$ cat config.mk
export PLATFORM = sky130hd
export DESIGN_NAME = firTop
export DESIGN_NICKNAME = d
export VERILOG_FILES = /design/src/logic/firPkg.sv /design/src/logic/firTop.sv /design/src/logic/adderTree.sv /design/src/logic/coefLut.sv /design/src/logic/sampleWindow.sv
export SDC_FILE = /design/constraint.sdc
export NUM_CORES = 1
export LEC_CHECK = 0
export BUFFER_PORTS_ARGS = -buffer_cell sky130_fd_sc_hd__buf_2
export CELL_PAD_IN_SITES_DETAIL_PLACEMENT = 0
export CELL_PAD_IN_SITES_GLOBAL_PLACEMENT = 1
export CORE_ASPECT_RATIO = 0.75
export CORE_MARGIN = 2
export CORE_UTILIZATION = 36
export CTS_CLUSTER_DIAMETER = 200
export DETAILED_ROUTE_END_ITERATION = 10
export PLACE_DENSITY = 0.71
export SLEW_MARGIN = 30
export SYNTH_ARGS = -nofsm -noshare
export SYNTH_HDL_FRONTEND = slang
export SYNTH_HIERARCHICAL = 1
export SYNTH_SLANG_ARGS = --single-unit
$ cat constraint.sdc
create_clock -name clkDS -period 6.4 [get_ports clkDS]
set_input_delay 0.32 -clock clkDS [delete_from_list [all_inputs] [get_ports clkDS]]
set_output_delay 0.32 -clock clkDS [all_outputs]
set_load 0.03 [all_outputs]
$ cat src/logic/firPkg.sv
package firPkg;

    // Window geometry
    localparam int lookAhead = 12;
    localparam int lookBack = 12;
    localparam int tapCount = lookAhead + lookBack;

    // Distributed arithmetic partitioning
    localparam int lutSize = 6;
    localparam int lutCount = (tapCount + lutSize - 1) / lutSize;
    localparam int treeLayers = $clog2(lutCount);

    typedef logic signed [15:0] coefType;
    typedef logic signed [18:0] lutSumType;
    typedef logic signed [20:0] sumType;
    typedef logic [tapCount-1:0] windowType;

    // Taps 0..11 lookahead, taps 12..23 lookback
    localparam coefType coefTable [tapCount] = '{
        16'sd18,
        -16'sd41,
        16'sd73,
        -16'sd120,
        16'sd185,
        -16'sd272,
        16'sd390,
        -16'sd561,
        16'sd836,
        -16'sd1382,
        16'sd3120,
        16'sd9860,
        16'sd9860,
        16'sd3120,
        -16'sd1382,
        16'sd836,
        -16'sd561,
        16'sd390,
        -16'sd272,
        16'sd185,
        -16'sd120,
        16'sd73,
        -16'sd41,
        16'sd18
    };

endpackage
$ cat src/logic/firTop.sv
`timescale 1ns/1ps

module firTop (
    input  logic           clkDS,
    input  logic           rst,
    input  logic           sampleBit,
    input  logic           sampleValid,
    output firPkg::sumType filterOut,
    output logic           outValid
);
    import firPkg::*;

    windowType windowBits;
    logic windowValid;
    lutSumType [lutCount-1:0] lutSums;
    logic lutValid;

    sampleWindow i_sampleWindow (
        .clkDS       (clkDS),
        .rst         (rst),
        .sampleBit   (sampleBit),
        .sampleValid (sampleValid),
        .windowBits  (windowBits),
        .windowValid (windowValid)
    );

    // Last slice narrower when taps don't divide evenly
    for (genvar k = 0; k < lutCount; k++) begin : gLut
        localparam int sliceBase = k * lutSize;
        localparam int sliceWidth =
            (tapCount - sliceBase < lutSize) ? tapCount - sliceBase : lutSize;

        coefLut #(
            .lutBase  (sliceBase),
            .lutWidth (sliceWidth)
        ) i_coefLut (
            .clkDS     (clkDS),
            .rst       (rst),
            .sliceBits (windowBits[sliceBase +: sliceWidth]),
            .lutSum    (lutSums[k])
        );
    end

    // Matches the lookup table register stage
    always_ff @(posedge clkDS) begin
        if (rst) begin
            lutValid <= 1'b0;
        end else begin
            lutValid <= windowValid;
        end
    end

    adderTree i_adderTree (
        .clkDS     (clkDS),
        .rst       (rst),
        .leafSums  (lutSums),
        .leafValid (lutValid),
        .treeSum   (filterOut),
        .treeValid (outValid)
    );

endmodule

$ cat src/logic/adderTree.sv
`timescale 1ns/1ps

module adderTree (
    input  logic                                        clkDS,
    input  logic                                        rst,
    input  firPkg::lutSumType [firPkg::lutCount-1:0]    leafSums,
    input  logic                                        leafValid,
    output firPkg::sumType                              treeSum,
    output logic                                        treeValid
);
    import firPkg::*;

    localparam int extBits = $bits(sumType) - $bits(lutSumType);

    // Nodes alive in a given layer, layer 0 being the leaves
    function automatic int nodeCount(int layer);
        int n;
        n = lutCount;
        for (int i = 0; i < layer; i++) begin
            n = (n + 1) / 2;
        end
        return n;
    endfunction

    sumType nodeSum [treeLayers+1][lutCount];
    logic [treeLayers-1:0] validPipe;

    for (genvar j = 0; j < lutCount; j++) begin : gLeaf
        assign nodeSum[0][j] = {{extBits{leafSums[j][$bits(lutSumType)-1]}}, leafSums[j]};
    end

    for (genvar l = 1; l <= treeLayers; l++) begin : gLayer
        localparam int prevNodes = nodeCount(l - 1);
        localparam int thisNodes = nodeCount(l);

        for (genvar j = 0; j < lutCount; j++) begin : gNode
            if (j < thisNodes) begin : gLive
                sumType nodeReg;

                always_ff @(posedge clkDS) begin
                    if (rst) begin
                        nodeReg <= '0;
                    end else if (2 * j + 1 < prevNodes) begin
                        nodeReg <= nodeSum[l-1][2*j] + nodeSum[l-1][2*j+1];
                    end else begin
                        // Odd leftover passes through to keep layer timing
                        nodeReg <= nodeSum[l-1][2*j];
                    end
                end

                assign nodeSum[l][j] = nodeReg;
            end else begin : gIdle
                assign nodeSum[l][j] = '0;
            end
        end
    end

    // One valid stage per adder layer
    always_ff @(posedge clkDS) begin
        if (rst) begin
            validPipe <= '0;
        end else begin
            validPipe[0] <= leafValid;
            for (int l = 1; l < treeLayers; l++) begin
                validPipe[l] <= validPipe[l-1];
            end
        end
    end

    assign treeSum = nodeSum[treeLayers][0];
    assign treeValid = validPipe[treeLayers-1];

endmodule

$ cat src/logic/coefLut.sv
`timescale 1ns/1ps

module coefLut #(
    parameter int lutBase = 0,
    parameter int lutWidth = firPkg::lutSize
) (
    input  logic                clkDS,
    input  logic                rst,
    input  logic [lutWidth-1:0] sliceBits,
    output firPkg::lutSumType   lutSum
);
    import firPkg::*;

    localparam int entryCount = 2 ** lutWidth;

    // Bipolar sum, a set bit adds its coefficient and a clear bit subtracts it
    function automatic lutSumType entrySum(int sel);
        lutSumType acc;
        acc = '0;
        for (int i = 0; i < lutWidth; i++) begin
            if (sel[i]) begin
                acc = acc + lutSumType'(coefTable[lutBase+i]);
            end else begin
                acc = acc - lutSumType'(coefTable[lutBase+i]);
            end
        end
        return acc;
    endfunction

    lutSumType lutTable [entryCount];

    for (genvar e = 0; e < entryCount; e++) begin : gEntry
        localparam lutSumType entryVal = entrySum(e);
        assign lutTable[e] = entryVal;
    end

    always_ff @(posedge clkDS) begin
        if (rst) begin
            lutSum <= '0;
        end else begin
            lutSum <= lutTable[sliceBits];
        end
    end

endmodule

$ cat src/logic/sampleWindow.sv
`timescale 1ns/1ps

module sampleWindow (
    input  logic              clkDS,
    input  logic              rst,
    input  logic              sampleBit,
    input  logic              sampleValid,
    output firPkg::windowType windowBits,
    output logic              windowValid
);
    import firPkg::*;

    localparam int fillWidth = $clog2(tapCount + 1);
    localparam logic [fillWidth-1:0] fillFull = fillWidth'(tapCount);

    // Position 0 holds the newest sample
    windowType shiftReg;
    logic [fillWidth-1:0] fillCount;

    always_ff @(posedge clkDS) begin
        if (rst) begin
            shiftReg <= '0;
            fillCount <= '0;
            windowValid <= 1'b0;
        end else begin
            windowValid <= 1'b0;
            if (sampleValid) begin
                shiftReg <= {shiftReg[tapCount-2:0], sampleBit};
                if (fillCount != fillFull) begin
                    fillCount <= fillCount + 1'b1;
                end
                // Full once this shift brings in the last missing sample
                windowValid <= (fillCount >= fillFull - 1'b1);
            end
        end
    end

    // Lookahead half reversed into tap order
    for (genvar i = 0; i < lookAhead; i++) begin : gAhead
        assign windowBits[i] = shiftReg[lookAhead-1-i];
    end

    assign windowBits[tapCount-1:lookAhead] = shiftReg[tapCount-1:lookAhead];

endmodule

# After elaboration in Yosys (flattened, before gate mapping)

Memory sizes are Yosys's and may differ from the RTL's. A register that Yosys moved wholly into a read port is not among the register bits.
Cells that the tools add are included.

Memories kept: 4
Register bits: 96
Output and inout bits: 22
ROM bits: 4,864
Word-level logic and storage cells: 25

Memory list:

| name             | depth | bits a word | read ports | clocked after memory_dff | write ports | line          | RTL |
|---|---|---|---|---|---|---|---|
| (name not given) | 64    | 19          | 1          | 1                        | 0           | coefLut.sv:41 | `lutSum <= lutTable[sliceBits];` |
| (name not given) | 64    | 19          | 1          | 1                        | 0           | coefLut.sv:41 |  |
| (name not given) | 64    | 19          | 1          | 1                        | 0           | coefLut.sv:41 |  |
| (name not given) | 64    | 19          | 1          | 1                        | 0           | coefLut.sv:41 |  |

Add/sub/neg operators: 4
Equality and inequality tests: 1
Order comparisons: 1
Bitwise logic cells: 5
Reductions and logical operators: 2

Operators by type and width:

| operator                                    | count |
|---|---|
| adder 19 x 19 -> 20 bit                     | 2 |
| inverter 6 -> 7 bit                         | 4 |
| adder 21 bit                                | 1 |
| adder 5 x 1 -> 5 bit, second input constant | 1 |
| >= comparator 5 bit, second input constant  | 1 |
| != test 5 bit, second input constant        | 1 |
| AND reduction 2 bit                         | 1 |
| OR reduction 2 bit                          | 1 |
| inverter 1 bit                              | 1 |

# Logic depth before layout (Yosys ltp)

Gate-level depths: netlist (run 1).

Depth after elaboration: 2
Depth in mapped cells: 9
Gate-level depth less buffers: 9

# By module

The synthesis (run 1) kept the hierarchy.

By module, submodules not included:

| module                       | times used | sequential area each (sq um) | cells each | area each (sq um) |
|---|---|---|---|---|
| adderTree                    | 1          | 1,261.2                      | 493        | 4,272.8 |
| coefLut at gLut[2].i_coefLut | 1          | 300.3                        | 197        | 1,654.1 |
| coefLut at gLut[1].i_coefLut | 1          | 300.3                        | 167        | 1,306.3 |
| sampleWindow                 | 1          | 600.6                        | 110        | 1,146.1 |
| coefLut at gLut[3].i_coefLut | 1          | 220.2                        | 127        | 1,026.0 |
| coefLut at gLut[0].i_coefLut | 1          | 220.2                        | 111        | 965.9 |
| firTop                       | 1          | 20.0                         | 2          | 33.8 |

# Worst setup path after synthesis (run 1)

No wires, ideal clock.

Kind: register -> register
From: register gLut[0].i_coefLut.lutSum[0]
To: register i_adderTree.gLayer[1].gNode[0].gLive.nodeReg[18]
Setup time: 0.123 ns
Required time: 6.277 ns
Cell stages (with the launch flop): 10
Data arrival time: 2.329 ns
Path buffers: 0
Setup slack: 3.948 ns
Cell sequence: dfxtp_1 -> ha_1 -> fa_1 -> a21o_1 -> a221oi_2 -> a21oi_2 -> o2111ai_2 -> nand2_1 -> o41ai_2 -> mux2_1

Word-level cells in the longest chain between the ends: 1

RTL lines:

| element                 | line            | RTL |
|---|---|---|
| from (decl)             | coefLut.sv:10   | `output firPkg::lutSumType lutSum` |
| adder 19 x 19 -> 20 bit | adderTree.sv:44 | `nodeReg <= nodeSum[l-1][2*j] + nodeSum[l-1][2*j+1];` |
| to (signal assigned)    | adderTree.sv:44 |  |
| to (signal assigned)    | adderTree.sv:47 | `nodeReg <= nodeSum[l-1][2*j];` |
| to (decl)               | adderTree.sv:38 | `sumType nodeReg;` |

No other way between the ends.
A chain may end at the register's enable or synchronous reset.

# Worst setup path after layout (run 1)

From: register i_sampleWindow.shiftReg[12]
To: register gLut[2].i_coefLut.lutSum[8]

Word-level cells in the longest chain between the ends: 1

RTL lines:

| element                                   | line               | RTL |
|---|---|---|
| from (decl)                               | sampleWindow.sv:17 | `windowType shiftReg;` |
| from (signal assigned)                    | sampleWindow.sv:28 | `shiftReg <= {shiftReg[tapCount-2:0], sampleBit};` |
| inverter 6 -> 7 bit (implied by the code) | coefLut.sv:41      |  |
| to (decl)                                 | coefLut.sv:10      |  |

No other way between the ends.

==> results_dict.tcl, run 1 <==
set metrics [dict create \
    hpwl_um 17700 \
    drt_iter0_drc 634 \
    r2r_slack_ns 3.58 \
    synth_compound_area_frac 0.228 \
    finClkSkew_ns 0.0228 \
    grt_max_degree 80 \
    final_util 0.396 \
    slowest_stage "dfxtp_1" \
    clockRootBuffer "clkbuf_16" \
    crit_type "reg2reg" \
    fillCellCount 2881 \
    initial_utilization 0.368 \
    synth_xor_xnor_area_share 0.0480 \
    max_slew_margin 0.394 \
    synth-simple-area-share 0.170 \
    gr-total-overflow 0 \
    totalWireLength_um 25000 \
    final_common_cell "dfxtp_1" \
    synth_edf_count 0 \
    synth_top_family_by_area "compound AO/OA/AOI/OAI gates" \
    viasPerCell 5.43 \
    vias 8536 \
    setup_violations 0 \
    muxShareOfSynthArea 0.0642 \
    p_leak_uw 0.00473 \
    clk_pin_slew_ns 0.06 \
    fp.dieH_um 151 \
    finalHoldViolCount 0 \
    synth_cell_types 97 \
    powerDensity_nw_per_um2 205 \
    m1WireLength_um 13600 \
    syn_nets 1324 \
    core_sq_um 28200 \
    cts_tree "built" \
    clockBufferDepth 2 \
    hold_buffers 0 \
    cts_sinks 146 \
    grt_pass1_vias 7867 \
    portBuffers 25 \
    ioPinCount 26 \
    path_max_fanout 15 \
    maxCapViolations 0 \
    area.growth.synth_to_final_pct 7.65 \
    avgSynthCellArea_sq_um 8.62 \
    layout-drive-gt1-share 0.0936 \
    ys_async_sr_fraction 0 \
    drc_errors 0 \
    top_layer "met4" \
    die_x_um 200 \
    fmax_mhz 354 \
    cpMostUsedCell "mux2_2" \
    synth-seq-cells 146 \
    arrival_ns 3.14 \
    postSynthCellCount 1207 \
    critPathMaxStageDelay_ns 0.71 \
    wl_per_cell_um 15.9 \
    placementRows 53 \
    drtPass1Iterations 6 \
    synth_flop_cell "dfxtp_1" \
    ir_worst_vdd_v 0.000171 \
    insertedDiodeCount 0 \
    ant_nets 0 \
    path_cells "inv_1, ha_1, xnor2_1, mux2_2, a21oi_1, mux2_2" \
    cp-start-kind "flop" \
    worstSkewPairLatency_ns 0.44 \
    rsz0062_at_grt "no" \
    nets 1291 \
    cp_data_required_time_ns 6.71 \
    fin_crit_sh 0.441 \
    yosysSeqAreaShare 0.281 \
    slew_viol_final 0 \
    place_congestion 0.861 \
    cts_resized 0 \
    setup_tns_ns 0 \
    status "completed" \
    cp-end-kind "flop" \
    dieArea_sq_um 30300 \
    h-tree-depth 4 \
    tightest_slew_ns 0.910 \
    netlist_area_sq_um 10400 \
    ys_warn_count 6 \
    grt_usage 0.169 \
    cts_made_buffers 17 \
    hold_class "in2reg" \
    post_cts_buffers 0 \
    synthAdderAreaFrac 0.138 \
    final_cell_mix "146 x dfxtp_1, 131 x nor2_1, 110 x ha_1, 86 x a21oi_1, 65 x nand2_1" \
    grt_pass1_wl_um 41400 \
    hold_slack_ns 0.135 \
    routed-wl-met3_um 1060 \
    antenna_found_initial 0 \
    wl_met2_um 10000 \
    finalCriticalPeriod_ns 2.82 \
]
## final timing paths
kind                                                 start                                 endpoint  depth (start not counted)
setup reg to reg  i_sampleWindow/shiftReg[12]$_SDFFE_PP0P_   gLut[2].i_coefLut/lutSum[8]$_SDFF_PP0_                          6
hold reg to reg                        lutValid$_SDFF_PP0_      i_adderTree/validPipe[0]$_SDFF_PP0_                          1
hold / removal                                   sampleBit  i_sampleWindow/shiftReg[0]$_SDFFE_PP0P_                          3
setup / recovery  i_sampleWindow/shiftReg[12]$_SDFFE_PP0P_   gLut[2].i_coefLut/lutSum[8]$_SDFF_PP0_                          6
## per-stage QoR
stage	total power (uW)	worst slack [ns]	instance area, sq um	instances
floorplan	1140	3.95	10400	1207
global placement	1200	3.71	10500	1540
detailed placement	1200	3.65	10500	1540
CTS	2330	3.65	11200	1571
global route	2390	3.44	11200	1571
finish	2290	3.58	11200	1571
## cell usage after synthesis (5+ instances only)
cell,number,area [sq um]
a31oi_1,17,106
a211oi_1,21,158
a2111oi_0,5,43.8
clkbuf_1,12,45.0
o31ai_1,8,60.1
ha_1,110,1380
mux2_2,6,67.6
buf_6,6,67.6
o21ai_1,8,40.0
xnor2_1,30,263
nand3_1,18,90.1
xor2_1,27,236
o21a_1,7,52.6
nand4_1,10,62.6
or3_1,5,31.3
mux4_2,6,135
inv_1,45,169
nand2b_1,25,156
buf_2,32,160
nor3b_1,7,52.6
a311oi_1,9,78.8
mux2i_1,39,390
buf_4,31,233
nor2_1,131,492
a21oi_1,86,430
a221oi_1,6,52.6
and3_1,8,50.1
o211ai_1,7,52.6
dfxtp_1,146,2920
o221ai_1,8,70.1
nand2_1,65,244
a21o_1,28,210
nor2b_1,26,163
nor3_1,25,125
o211a_1,7,70.1
o21bai_1,10,75.1
o21ai_0,46,230
o22ai_1,12,75.1
## cell families (layout without fill, tap and decap cells)
group,count (synthesis),count (layout)
adder cells (fa/ha/maj),113,113
buffers and inverters,138,117
AO/OA/AOI/OAI,340,340
multiplexers,57,57
AND/OR/NAND/NOR,356,356
XOR/XNOR,57,57
flip-flops,146,146
## registers in the layout (all words and copies together), names as in the netlist
signal and flops:
i_sampleWindow/shiftReg 24, i_adderTree/gLayer.gNode.gLive.nodeReg 40, gLut.i_coefLut/lutSum 52, lutValid 1, i_adderTree/treeSum 21, i_sampleWindow/windowValid 1, i_adderTree/validPipe 2, i_sampleWindow/fillCount 5
## layout make-up
class | instances | area [sq um] | share of cell area
timing repair buffer | 34 | 195 | 0.0174
inverter | 52 | 200 | 0.0179
sequential | 146 | 2920 | 0.261
multi-input combinational | 923 | 6740 | 0.602
clock inverter | 12 | 206 | 0.0184
clock buffer | 19 | 453 | 0.0404
tap | 385 | 482 | 0.0430
## report_power, final
| group | internal, uW | switching [uW] | total, uW | leakage [uW] |
|---|---|---|---|---|
| clock network | 712 | 404 | 1120 | 0.000319 |
| registers | 945 | 19.9 | 965 | 0.00120 |
| logic | 77.8 | 134 | 212 | 0.00321 |
| total | 1740 | 558 | 2290 | 0.00473 |
## metal layers
layer  global-route usage  vias to the layer above
li1                     -                     4304
met1                0.256                     4009
met2                0.243                      203
met3               0.0280                       20
met4               0.0459                        0
met5                    0                        -
## critical path: cells and delay by family, from the launching register on
kind / cells / cell delay, ns
xor gates and xnor gates: 1 / 0.16
adders and majority gates: 1 / 0.67
AOI/OAI and AO/OA: 1 / 0.16
DFF: 1 / 0.71
buffers and inverters: 1 / 0.37
muxes: 2 / 0.63
Power figures use the tool's default switching activity.
==> inputs of run 2 (changes only) <==
--- a/config.mk
+++ b/config.mk
@@ -13,7 +13,7 @@
 export CORE_UTILIZATION = 36
 export CTS_CLUSTER_DIAMETER = 200
 export DETAILED_ROUTE_END_ITERATION = 10
-export PLACE_DENSITY = 0.71
+export PLACE_DENSITY = 0.74
 export SLEW_MARGIN = 30
 export SYNTH_ARGS = -nofsm -noshare
 export SYNTH_HDL_FRONTEND = slang
==> constraint.sdc (replaced) <==
create_clock -name clkDS -period 2.32 [get_ports clkDS]
set_input_delay 0.116 -clock clkDS [delete_from_list [all_inputs] [get_ports clkDS]]
set_output_delay 0.116 -clock clkDS [all_outputs]
set_load 0.03 [all_outputs]
==> run 2 against run 1 <==
The flow now finishes with violations (negative setup slack). Register-to-register slack lost 3.7 ns. Critical path depth grew 3. Utilization grew 2.1 points. Via count grew 2.7%. Non-clock buffer count grew 58. Sequential cell count is the same. Combinational power grew to 3.0 times the previous value. Largest cell class unchanged.
==> results_dict.tcl, run 2 (synthesized netlist as in run 1, its figures left out) <==
set metrics [dict create \
    status "complete, but fails checks" \
    violations "negative setup slack" \
    finClkSkew_ns 0.00898 \
    top_regs "gLut.i_coefLut/lutSum (52), i_adderTree/gLayer.gNode.gLive.nodeReg (40), i_sampleWindow/shiftReg (24)" \
    setup_violations 2 \
    totalWireLength_um 25700 \
    core_sq_um 28200 \
    cp_data_required_time_ns 2.63 \
    clockBufferDepth 2 \
    tightest_slew_ns 0.548 \
    hold_class "in2reg" \
    die_x_um 200 \
    min_from "rst" \
    rsz0062_at_grt "yes" \
    antenna_found_initial 0 \
    final_cell_mix "144 x dfxtp_1, 131 x nor2_1, 108 x ha_1, 81 x a21oi_1, 66 x buf_4" \
    fmax_mhz 404 \
    fin_crit_sh 1.07 \
    ioPinCount 26 \
    placementRows 53 \
    clockRootBuffer "clkbuf_16" \
    area.growth.synth_to_final_pct 13.2 \
    setup_tns_ns -0.170 \
    powerDensity_nw_per_um2 517 \
    grt_pass1_vias 8161 \
    drc_errors 0 \
    max_slew_margin 0.634 \
    drt_iter0_drc 709 \
    cts_tree "built" \
    fp.dieH_um 151 \
    cts_made_buffers 17 \
    largest_reg_flops 52 \
    p_leak_uw 0.00502 \
    slew_viol_final 0 \
    gr-total-overflow 0 \
    hpwl_um 18600 \
    final_common_cell "dfxtp_1" \
    worstSkewPairLatency_ns 0.43 \
    r2r_start "gLut[0].i_coefLut/lutSum[0]$_SDFF_PP0_" \
    wl_per_cell_um 15.8 \
    worstSetupStartpoint "gLut[0].i_coefLut/lutSum[0]$_SDFF_PP0_" \
    h-tree-depth 4 \
    nets 1349 \
    finalCriticalPeriod_ns 2.47 \
    drtPass1Iterations 5 \
    final_util 0.417 \
    vias 8770 \
    insertedDiodeCount 0 \
    path_max_fanout 3 \
    arrival_ns 2.78 \
    grt_usage 0.172 \
    portBuffers 25 \
    initial_utilization 0.368 \
    cts_sinks 146 \
    ir_worst_vdd_v 0.000497 \
    largest-register "gLut.i_coefLut/lutSum" \
    grt_pass1_wl_um 42200 \
    clk_pin_slew_ns 0.06 \
    setup_slack_ns -0.154 \
    ant_nets 0 \
    crit_type "reg2reg" \
    grt_max_degree 50 \
    maxCapViolations 0 \
    finalHoldViolCount 0 \
    dieArea_sq_um 30300 \
    cp-start-kind "flop" \
    viasPerCell 5.38 \
    layout-drive-gt1-share 0.156 \
    cp-end-kind "flop" \
    place_congestion 0.859 \
]
-- run 2: cell count changes in the layout (fill, tap and decap cells not counted), sizes merged --
cell and change:
clkinvlp +2, clkinv +1, bufinv -2, dlygate4sd3 +1, buf +57, clkbuf -1, inv +1
-- run 2: final cells by class --
cell class / count / area, sq um
Fill cell: 2842 / 16500
Clock buffer: 18 / 429
Inverter: 52 / 200
Multi-Input combinational cell: 923 / 6940
Tap cell: 385 / 482
Timing Repair Buffer: 92 / 646
Sequential cell: 146 / 2930
Clock inverter: 14 / 164
-- run 2: worst paths after layout --
kind                                                                                     to  slack (ns)  cells past startpoint
worst max register to register  i_adderTree/gLayer[1].gNode[0].gLive.nodeReg[18]$_SDFF_PP0_       -0.15                      9
worst min-delay path                                 gLut[2].i_coefLut/lutSum[1]$_SDFF_PP0_        0.11                      2
worst max-delay path            i_adderTree/gLayer[1].gNode[0].gLive.nodeReg[18]$_SDFF_PP0_       -0.15                      9
worst min register to register                                          lutValid$_SDFF_PP0_        0.44                      1
-- run 2: timing repair --
item | in CTS | in global routing
endpoints found under the setup margin | 7 | 22
hold endpoints to repair | 1 | 0
pin swaps | 4 | 8
buffers inserted | 1 | 7
hold buffers | 1 | 0
resized for setup | 10 | 27
-- run 2: power by group --
group / internal (uW) / leakage [uW] / switching, uW / total, uW
clock network: 1690 / 0.000286 / 1110 / 2800
logic: 245 / 0.00354 / 394 / 639
registers: 2610 / 0.00120 / 53.6 / 2660
total: 4540 / 0.00502 / 1560 / 6100
-- run 2: worst max-delay path, stage by stage, from the launching register on --
cell and delay, ns:
dfxtp_2 0.33, ha_4 0.16, fa_2 0.35, a21o_1 0.21
a221oi_4 0.30, a21oi_2 0.12, o2111ai_2 0.24, nand2_2 0.11
o41ai_4 0.23, mux2_4 0.32
-- run 2: layer usage --
metal / vias up / track usage / wire (um)
met5: - / 0 / 0
met2: 164 / 0.255 / 10700
met1: 4165 / 0.257 / 13800
li1: 4416 / - / -
met4: 0 / 0.0478 / 283
met3: 25 / 0.0260 / 942
-- run 2: metrics by stage --
| step | instance area (sq um) | hold slack (ns) | worst slack [ns] | instances | power [uW] |
|---|---|---|---|---|---|
| final | 11800 | 0.105 | -0.154 | 1630 | 6100 |
| after global placement | 10900 | 0.351 | -0.190 | 1589 | 3330 |
| after floorplan | 10400 | 0.180 | -0.0631 | 1207 | 3160 |
| after CTS | 11600 | 0.0838 | -0.144 | 1623 | 6160 |
| after global routing | 11800 | 0.104 | -0.213 | 1630 | 6360 |
| after detailed placement | 10900 | 0.370 | -0.222 | 1589 | 3330 |
